--- src/verilog/loopback_pkg.sv ---
package loopback_pkg;

  // ------------------------------------------------------------
  // memory port geometry
  // ------------------------------------------------------------
  localparam int burst_len   = 16;                  // beats per burst
  localparam int data_width  = 64;                  // memory beat width
  localparam int burst_bytes = 128;                 // address step per burst
  localparam int addr_width  = 32;                  // memory and register addresses
  localparam int reg_width   = 32;                  // register data and counters
  localparam int size_width  = 10;                  // burst-count register

  // ------------------------------------------------------------
  // register map
  // ------------------------------------------------------------
  localparam int reg_ctrl         = 0;              // go on write, status on read
  localparam int reg_size         = 1;
  localparam int reg_rd_base      = 2;
  localparam int reg_wr_base      = 3;
  localparam int reg_total_cycles = 4;
  localparam int reg_rd_cycles    = 5;
  localparam int reg_wr_cycles    = 6;
  localparam int reg_r_count      = 7;
  localparam int reg_w_count      = 8;
  localparam int reg_ar_count     = 9;
  localparam int reg_aw_count     = 10;

  localparam int ctrl_go_bit      = 0;              // write side of reg_ctrl
  localparam int status_busy_bit  = 0;              // read side of reg_ctrl
  localparam int status_done_bit  = 1;

endpackage

--- src/verilog/burst_reader.sv ---
`timescale 1ns/1ps

module burst_reader import loopback_pkg::*; #(
  parameter int fifo_addr_width = 6
) (
  input  logic                      clk,
  input  logic                      resetn,
  input  logic                      go,
  input  logic [addr_width-1:0]     rd_base,
  input  logic [size_width-1:0]     size,
  input  logic [fifo_addr_width:0]  count,
  input  logic                      ar_ready,
  input  logic [data_width-1:0]     r_data,
  input  logic                      r_last,
  input  logic                      r_valid,
  output logic [addr_width-1:0]     ar_addr,
  output logic                      ar_valid,
  output logic                      r_ready,
  output logic                      push,
  output logic [data_width-1:0]     push_data
);

  localparam int depth = 1 << fifo_addr_width;
  localparam logic [fifo_addr_width:0] room_limit = (fifo_addr_width+1)'(depth - burst_len);

  logic [size_width-1:0] bursts_left;
  logic                  outstanding;               // a burst is being returned
  logic                  ar_fire;
  logic                  r_fire;
  logic                  has_room;

  assign ar_fire  = ar_valid && ar_ready;
  assign r_fire   = r_valid && r_ready;
  // only one burst in flight, so nothing is pending when the next one is asked for
  assign has_room = (count <= room_limit);

  // ------------------------------------------------------------
  // address channel and burst bookkeeping
  // ------------------------------------------------------------
  always_ff @(posedge clk)
  begin
    if (!resetn)
    begin
      ar_valid    <= 1'b0;
      outstanding <= 1'b0;
      bursts_left <= '0;
    end
    else if (go)
    begin
      bursts_left <= size;
    end
    else
    begin
      if (ar_fire)
      begin
        ar_valid    <= 1'b0;
        outstanding <= 1'b1;
        bursts_left <= bursts_left - 1'b1;
      end
      else if (!ar_valid && !outstanding && bursts_left != '0 && has_room)
        ar_valid <= 1'b1;
      if (r_fire && r_last)
        outstanding <= 1'b0;                        // burst fully in the buffer
    end
  end

  always_ff @(posedge clk)
  begin
    if (go)
      ar_addr <= rd_base;
    else if (ar_fire)
      ar_addr <= ar_addr + addr_width'(burst_bytes);
  end

  assign r_ready   = outstanding;
  assign push      = r_fire;                        // every accepted beat goes in
  assign push_data = r_data;

  a_ar_hold: assert property (@(posedge clk) disable iff (!resetn)
    ar_valid && !ar_ready |=> ar_valid && $stable(ar_addr));

endmodule

--- config.mk ---
export PLATFORM = sky130hd
export DESIGN_NAME = burst_reader
export DESIGN_NICKNAME = d
export VERILOG_FILES = /design/src/verilog/loopback_pkg.sv /design/src/verilog/burst_reader.sv
export SDC_FILE = /design/constraint.sdc
export NUM_CORES = 1
export LEC_CHECK = 0
export BUFFER_PORTS_ARGS = -buffer_cell sky130_fd_sc_hd__clkbuf_2
export CAP_MARGIN = 20
export CORE_MARGIN = 10
export CORE_UTILIZATION = 37
export CTS_CLUSTER_SIZE = 40
export DETAILED_ROUTE_END_ITERATION = 6
export PLACE_DENSITY = 0.75
export SYNTH_ARGS = -nofsm -noshare
export SYNTH_HDL_FRONTEND = slang
export SYNTH_SLANG_ARGS = --single-unit
--- constraint.sdc ---
create_clock -name clk -period 1.86 [get_ports clk]
set_input_delay 0.279 -clock clk [delete_from_list [all_inputs] [get_ports clk]]
set_output_delay 0.279 -clock clk [all_outputs]
set_load 0.01 [all_outputs]
==> impl_metrics.json, run 1 <==
{
  "via_count": 2394,
  "worst_pin_slew_ns": 0.385,
  "cts-hold-fix-buffers": 0,
  "slowest_delay_ns": 0.55,
  "synth_top_area_share_pct": 33.3,
  "cts_tree": "yes",
  "regArea_um2": 1200,
  "period_needed_ns": 1.82,
  "netlist_instances": 312,
  "end_kind": "register",
  "final_hold_viol_count": 0,
  "synth_edf_count": 32,
  "path_clk_slew_ns": 0.08,
  "synth_fp_nets": 433,
  "track_usage_pct": 12.1,
  "crit_path_cell_trace": "nand3_2 > or4_4 > or4_1 > a31oi_1",
  "clkLatencyLatePin_ns": 0.29,
  "critical_path_buf_inv_count": 0,
  "yosys_warnings": 0,
  "multi_input_area_um2": 1180,
  "report.final.slew_viol_count": 0,
  "endpoint": "ar_addr[26]",
  "netlist_top_cells_area": "edfxtp_1, buf_4, dfxtp_1",
  "fin_util_pct": 42.8,
  "via_per_inst": 5.19,
  "port_buffers": 89,
  "nFillCells": 772,
  "clock_sinks": 44,
  "reg2reg_depth": 4,
  "gp_congestion": 0.865,
  "finalCritPeriodShare_pct": 97.6,
  "die_w_um": 108,
  "avgSynthCellArea_um2": 9.24,
  "reg2reg_slack_ns": 0.04,
  "ioPinCount": 218,
  "fin_nets": 479,
  "holdWs_ns": 0.221,
  "setup_violations": 0,
  "totalWireLength_um": 7560,
  "worst-endpoint-required_ns": 2.00,
  "dp_hpwl_um": 5880,
  "crit_path_max_fanout": 7,
  "powerDensity_nw_per_um2": 723,
  "r2r-end": "ar_addr[26]",
  "r2r_start": "ar_addr[14]",
  "finClkSkew_ns": 0.00626,
  "antenna_found_initial": 0,
  "diodes": 0,
  "fmax_mhz": 551,
  "worst_setup_path_start_kind": "register",
  "core_um2": 7650,
  "synth_top_area_cell": "edfxtp_1",
  "layout-drive-gt1-share_pct": 38.7,
  "tns_ns": 0,
  "crit_family": "simple AND/OR/NAND/NOR gates",
  "cts_buffers": 5,
  "syn_area_um2": 2880,
  "cts_root_buffer": "clkbuf_8",
  "crit_cells": 4,
  "ant_nets": 0,
  "leakage_nw": 1.30,
  "overflow": 0,
  "final_cell_mix": "clkbuf_2, edfxtp_1, nand2_1, buf_4, o21ai_0",
  "fp-row-count": 32,
  "maxCapViolCount": 0,
  "htreeDepth": 2,
  "grt_pass1_vias": 2314,
  "initial_core_util_pct": 37.7,
  "synth_ff_type": "edfxtp_1",
  "worst_ep_arrival_time_ns": 1.95,
  "status": "completed",
  "critPathLaunch": "ar_addr[14]",
  "grt_pass1_wl_um": 11700,
  "final_common_cell": "clkbuf_2",
  "synth_cell_types": 37,
  "wl_per_cell_um": 16.4,
  "synth_seq_area_share_pct": 41.7,
  "dp_slack_ns": -0.0280,
  "max_slew_margin_pct": 74.1,
  "area_growth_pct": 13.5,
  "drc_errors": 0,
  "fp.dieH_um": 108,
  "hold_class": "input port to register",
  "fin_ws_ns": 0.0447,
  "die_area_um2": 11700,
  "drt-pass1-iter-count": 4,
  "drtIter0Drc": 154,
  "critPathKind": "register to register",
  "critPathSlowestCell": "or4_4",
  "synthArstFlopShare_pct": 0,
  "rsz0062_at_grt": "yes",
  "grt_max_degree": 35,
  "clockBufferDepth": 2,
  "ys_seq_elements": 44,
  "ir_drop_v": 0.000255
}
-- stage by stage --
step / cells / instance area, um2 / power [mW]
5_1_grt: 461 / 3270 / 2.50
3_3_place_gp: 448 / 3090 / 1.69
6_report: 461 / 3270 / 2.37
2_1_floorplan: 312 / 2890 / 1.61
3_5_place_dp: 448 / 3090 / 1.70
4_1_cts: 456 / 3200 / 2.38
-- Yosys cell counts, drive strengths merged, types with 8 or more instances --
library cell,instances
xnor2,13
nor4,8
nor2,17
edfxtp,32
nand4,9
nand2,28
dfxtp,12
buf,67
o21ai,23
clkbuf,9
and2,8
a31oi,9
nand3,8
-- worst register-to-register path: stages (launching register included) --
cell and delay (ns):
edfxtp_1 0.39, nand3_2 0.13, or4_4 0.55, or4_1 0.41, a31oi_1 0.18
-- layout make-up --
class | instances | area share, %
Tap cell | 102 | 3.90
Sequential cell | 44 | 36.7
Multi-Input combinational cell | 186 | 36.1
Clock buffer | 7 | 2.98
Inverter | 7 | 0.803
Timing Repair Buffer | 114 | 19.3
Clock inverter | 1 | 0.153
-- how the worst min path moves through the flow --
stage | start | to | slack (ns) | depth (start not counted)
final | size[0] | bursts_left[0] | 0.22 | 3
after global routing | size[4] | bursts_left[4] | 0.23 | 3
after CTS | size[0] | bursts_left[0] | 0.21 | 3
after detailed placement | bursts_left[2] | bursts_left[2] | 0.50 | 2
after global placement | bursts_left[2] | bursts_left[2] | 0.49 | 2
after floorplan | resetn | bursts_left[5] | 0.42 | 2
-- cell families (layout without fill, tap and decap cells) --
group,Yosys count,count (layout),synth area share (%)
AOI/OAI and AO/OA,53,53,11.2
DFF,44,44,41.7
and+or+nand+nor,108,109,20.1
buffers and inverters,83,129,19.3
xor gates and xnor gates,19,19,5.77
adders and majority gates,2,2,0.868
muxes,3,3,1.13
-- metal layers --
layer	GRT usage, %	wire [um]	part of all wire, %
met5	0	0	0
met3	5.23	884	12
met2	19.3	3530	47
met4	5.18	142	1.9
met1	14.0	3010	40
-- report_power, final --
group	internal [mW]	switching (mW)	total [mW]	leakage, nW
Combinational	0.224	0.253	0.477	0.830
Sequential	1.15	0.0746	1.22	0.413
Clock	0.345	0.321	0.666	0.0534
Total	1.72	0.649	2.37	1.30
-- sequential cells by signal, indices dropped and copies added, names as in the netlist --
signal,cells
ar_addr,32
bursts_left,10
ar_valid,1
r_ready,1
-- what timing repair did --
item / 4_1_cts / 5_1_grt
gates cloned: 0 / 1
setup buffers: 0 / 4
pin swaps: 0 / 0
resized for setup: 1 / 8
hold endpoints to repair: 0 / 0
endpoints found under the setup margin: 3 / 9
Power figures use the tool's default switching activity.
==> inputs of run 2 (changes only) <==
==> constraint.sdc (replaced) <==
create_clock -name clk -period 1.86 [get_ports clk]
set_input_delay 0.093 -clock clk [delete_from_list [all_inputs] [get_ports clk]]
set_output_delay 0.093 -clock clk [all_outputs]
set_load 0.01 [all_outputs]
==> impl_metrics.json, run 2 (synthesis gave the netlist of run 1 again) <==
{
  "ant_nets": 0,
  "r2r_start": "ar_addr[20]",
  "totalWireLength_um": 7770,
  "hold_class": "input port to register",
  "top_register": "ar_addr",
  "maxCapViolCount": 0,
  "fin_nets": 486,
  "placedCellCount": 449,
  "overflow": 0,
  "largest_reg_flops": 32,
  "reg2reg_depth": 5,
  "multi_input_area_um2": 1180,
  "path_clk_slew_ns": 0.09,
  "clock_sinks": 44,
  "cts_root_buffer": "clkbuf_8",
  "htreeDepth": 2,
  "finalCritPeriodShare_pct": 98.0,
  "drc_errors": 0,
  "diodes": 0,
  "drtIter0Drc": 96,
  "finClkSkew_ns": 0.0109,
  "report.final.slew_viol_count": 0,
  "ir_drop_v": 0.000246,
  "hold_depth": 3,
  "crit_path_cell_trace": "nand4_4 > buf_4 > or4_4 > or3_1 > a31oi_1",
  "core_um2": 7650,
  "hold_start": "size[0]",
  "drt-pass1-iter-count": 4,
  "final_common_cell": "clkbuf_2",
  "final_cell_mix": "clkbuf_2, edfxtp_1, buf_4",
  "reg_top3": "ar_addr: 32 flops, bursts_left: 10 flops",
  "nFillCells": 752,
  "final_hold_viol_count": 0,
  "worst_pin_slew_ns": 0.376,
  "worst-endpoint-required_ns": 2.02,
  "setup_violations": 0,
  "initial_core_util_pct": 37.7,
  "fmax_mhz": 549,
  "worst_ep_arrival_time_ns": 1.98,
  "wl_per_cell_um": 16.6,
  "leakage_nw": 1.34,
  "reg2reg_slack_ns": 0.04,
  "crit_path_max_fanout": 7,
  "fp-row-count": 32,
  "r2r-end": "ar_addr[31]",
  "fin_cells": 468,
  "worst_setup_path_start_kind": "register",
  "antenna_found_initial": 0,
  "track_usage_pct": 12.0,
  "fin_util_pct": 43.6,
  "clkLatencyLatePin_ns": 0.30,
  "die_w_um": 108,
  "tns_ns": 0,
  "status": "completed",
  "cts_tree": "yes",
  "rsz0062_at_grt": "yes",
  "die_area_um2": 11700,
  "dp_slack_ns": 0.0442,
  "regArea_um2": 1200,
  "via_count": 2445,
  "powerDensity_nw_per_um2": 725,
  "critPathKind": "register to register",
  "cts_buffers": 5,
  "slowest_delay_ns": 0.47,
  "fp.dieH_um": 108,
  "grt_max_degree": 36,
  "gp_congestion": 0.824,
  "period_needed_ns": 1.82,
  "grt_pass1_vias": 2261,
  "ioPinCount": 218,
  "clockBufferDepth": 2,
  "max_slew_margin_pct": 74.7,
  "grt_pass1_wl_um": 11400,
  "min_to": "bursts_left[0]",
  "via_per_inst": 5.22,
  "port_buffers": 89,
  "critPathSlowestCell": "or4_4",
  "end_kind": "register",
  "fin_ws_ns": 0.0376,
  "area_growth_pct": 15.8,
  "dp_hpwl_um": 5930,
  "layout-drive-gt1-share_pct": 40.2
}
## run 2: cell count changes in the layout (fill, tap and decap cells not counted), sizes merged
cell / previous run / this run
buf: 25 / 32
inv: 7 / 8
clkbuf: 96 / 95
## run 2: worst max-delay path by stage
stage                     start          end  cells after the start
floorplan           ar_addr[13]  ar_addr[24]                      5
global placement    ar_addr[20]  ar_addr[29]                      4
detailed placement  ar_addr[20]  ar_addr[29]                      4
CTS                 ar_addr[20]  ar_addr[29]                      4
global route        ar_addr[13]  ar_addr[30]                      4
finish              ar_addr[20]  ar_addr[31]                      5
## run 2: critical path: cells and delay by family, from the launching register on
family,cells,cell delay (ns)
simple gates,3,0.95
buf+inv,1,0.17
flops,1,0.41
compound gates,1,0.16
## run 2: final cells by class
class                           count  share of cell area (%)
Clock buffer                        6                    2.81
Clock inverter                      2                   0.337
Inverter                            7                   0.787
Multi-Input combinational cell    186                    35.3
Sequential cell                    44                    36.0
Tap cell                          102                    3.82
Timing Repair Buffer              121                    20.9
## run 2: what timing repair did
item | in CTS | in global routing
buffers inserted | 0 | 10
hold endpoints to repair | 0 | 0
resized for setup | 0 | 10
setup endpoints to repair | 0 | 10
hold buffers | 0 | 0
## run 2: power breakdown
group          total (mW)  leakage [nW]  switching, mW  internal (mW)
logic               0.503         0.868          0.259          0.244
registers            1.22         0.413         0.0716           1.15
clock network       0.695        0.0566          0.350          0.345
total                2.42          1.34          0.681           1.74
## run 2: per-layer routing
metal	vias to the layer above	GRT usage, %	wire length (um)
met4	0	3.86	143
met2	100	18.9	3600
met5	-	0	0
met1	1146	14.4	3190
li1	1176	-	-
met3	23	5.29	835
## run 2: through the flow
step,area [um2],power (mW),hold WS [ns]
2_1_floorplan,2890,1.61,0.231
3_3_place_gp,3110,1.69,0.186
3_5_place_dp,3110,1.71,0.186
4_1_cts,3210,2.41,0.0142
5_1_grt,3340,2.54,0.0453
6_report,3340,2.42,0.0186
==> inputs of run 3 (changes only) <==
==> constraint.sdc (replaced) <==
create_clock -name clk -period 1.86 [get_ports clk]
set_input_delay 0.093 -clock clk [delete_from_list [all_inputs] [get_ports clk]]
set_output_delay 0.093 -clock clk [all_outputs]
set_load 0.005 [all_outputs]
==> impl_metrics.json, run 3 (synthesis gave the netlist of run 1 again) <==
{
  "final_cell_mix": "clkbuf_2, edfxtp_1, nand2_1",
  "ir_drop_v": 0.000240,
  "die_area_um2": 11700,
  "worst-endpoint-required_ns": 2.00,
  "dp_hpwl_um": 5840,
  "gp_congestion": 0.811,
  "cts_buffers": 5,
  "report.final.slew_viol_count": 0,
  "drtIter0Drc": 142,
  "worst_pin_slew_ns": 0.401,
  "finClkSkew_ns": 0.00641,
  "port_buffers": 89,
  "grt_pass1_wl_um": 11300,
  "holdWs_ns": 0.0309,
  "leakage_nw": 1.31,
  "hold_class": "input port to register",
  "clkLatencyLatePin_ns": 0.30,
  "maxCapViolCount": 0,
  "ioPinCount": 218,
  "worst_ep_arrival_time_ns": 1.98,
  "final_common_cell": "clkbuf_2",
  "die_w_um": 108,
  "layout-drive-gt1-share_pct": 38.0,
  "period_needed_ns": 1.83,
  "track_usage_pct": 12.1,
  "finalCritPeriodShare_pct": 98.5,
  "drt-pass1-iter-count": 4,
  "rsz0062_at_grt": "yes",
  "wl_per_cell_um": 16.1,
  "nFillCells": 748,
  "clockBufferDepth": 2,
  "powerDensity_nw_per_um2": 695,
  "grt_max_degree": 28,
  "critPathKind": "register to register",
  "fin_nets": 481,
  "antenna_found_initial": 0,
  "initial_core_util_pct": 37.7,
  "max_slew_margin_pct": 73.0,
  "reg_top3": "ar_addr: 32 flops, bursts_left: 10 flops",
  "fin_util_pct": 42.7,
  "fp-row-count": 32,
  "via_per_inst": 5.13,
  "htreeDepth": 2,
  "overflow": 0,
  "crit_path_max_fanout": 7,
  "hold_depth": 3,
  "totalWireLength_um": 7470,
  "drc_errors": 0,
  "area_growth_pct": 13.2,
  "diodes": 0,
  "worst_setup_path_start_kind": "register",
  "core_um2": 7650,
  "regArea_um2": 1200,
  "fp.dieH_um": 108,
  "tns_ns": 0,
  "grt_pass1_vias": 2232,
  "ant_nets": 0,
  "multi_input_area_um2": 1150,
  "fmax_mhz": 546,
  "cts_root_buffer": "clkbuf_8",
  "cts_tree": "yes",
  "final_hold_viol_count": 0,
  "setup_violations": 0,
  "top_register": "ar_addr",
  "clock_sinks": 44,
  "via_count": 2375,
  "largest_reg_flops": 32,
  "path_clk_slew_ns": 0.08,
  "end_kind": "register",
  "status": "completed",
  "reg2reg_depth": 5,
  "cts-hold-fix-buffers": 0
}
-- run 3: cell count changes in the layout (fill, tap and decap cells not counted), sizes merged --
cell | previous run | this run
buf | 32 | 28
clkbuf | 95 | 96
inv | 8 | 7
or4 | 8 | 7
-- run 3: path summary, 6_finish.rpt --
kind | from | end | slack [ns]
setup reg to reg | ar_addr[16] | ar_addr[24] | 0.03
hold reg to reg | bursts_left[2] | bursts_left[2] | 0.52
setup / recovery | ar_addr[16] | ar_addr[24] | 0.03
hold / removal | size[1] | bursts_left[1] | 0.03
-- run 3: timing repair --
action                     4_1_cts  5_1_grt
buffers inserted                 1        1
gates cloned                     0        0
pin swaps                        0        7
resized for setup                0        6
setup endpoints to repair        3       11
-- run 3: power by group --
| group | switching [mW] | leakage, nW | total [mW] | internal, mW |
|---|---|---|---|---|
| Clock | 0.332 | 0.0422 | 0.597 | 0.264 |
| Sequential | 0.0658 | 0.413 | 1.21 | 1.15 |
| Combinational | 0.230 | 0.851 | 0.456 | 0.226 |
| Total | 0.628 | 1.31 | 2.27 | 1.64 |
-- run 3: per-layer routing --
metal  GRT usage [%]  vias up  wire, um  share of wire [%]
met5               0        -         0                  0
met4            6.59        0       246                3.3
met3            4.16       30       616                8.2
met2            18.9       84      3430                 46
met1            14.3     1101      3180                 43
li1                -     1160         -                  -
-- run 3: final cells by class --
type,instances,share of cell area [%]
sequential,44,36.8
multi-input combinational,185,35.4
timing repair buffer,117,20.6
tap,102,3.91
clock buffer,7,2.34
inverter,7,0.805
clock inverter,1,0.153
-- run 3: through the flow --
step | cells | worst slack, ns | cell area [um2] | total power, mW
global placement | 453 | 0.0737 | 3140 | 1.67
detailed placement | 453 | 0.0135 | 3140 | 1.69
CTS | 462 | 0.000124 | 3230 | 2.28
finish | 463 | 0.0281 | 3260 | 2.27
floorplan | 312 | -0.0232 | 2890 | 1.55
global route | 463 | -0.0455 | 3260 | 2.39
-- run 3: critical path, cell delays in order, from the launching register on --
cell	delay, ns
edfxtp_1	0.38
nand2_2	0.07
or4_4	0.57
buf_6	0.16
or3_1	0.33
a31oi_1	0.17
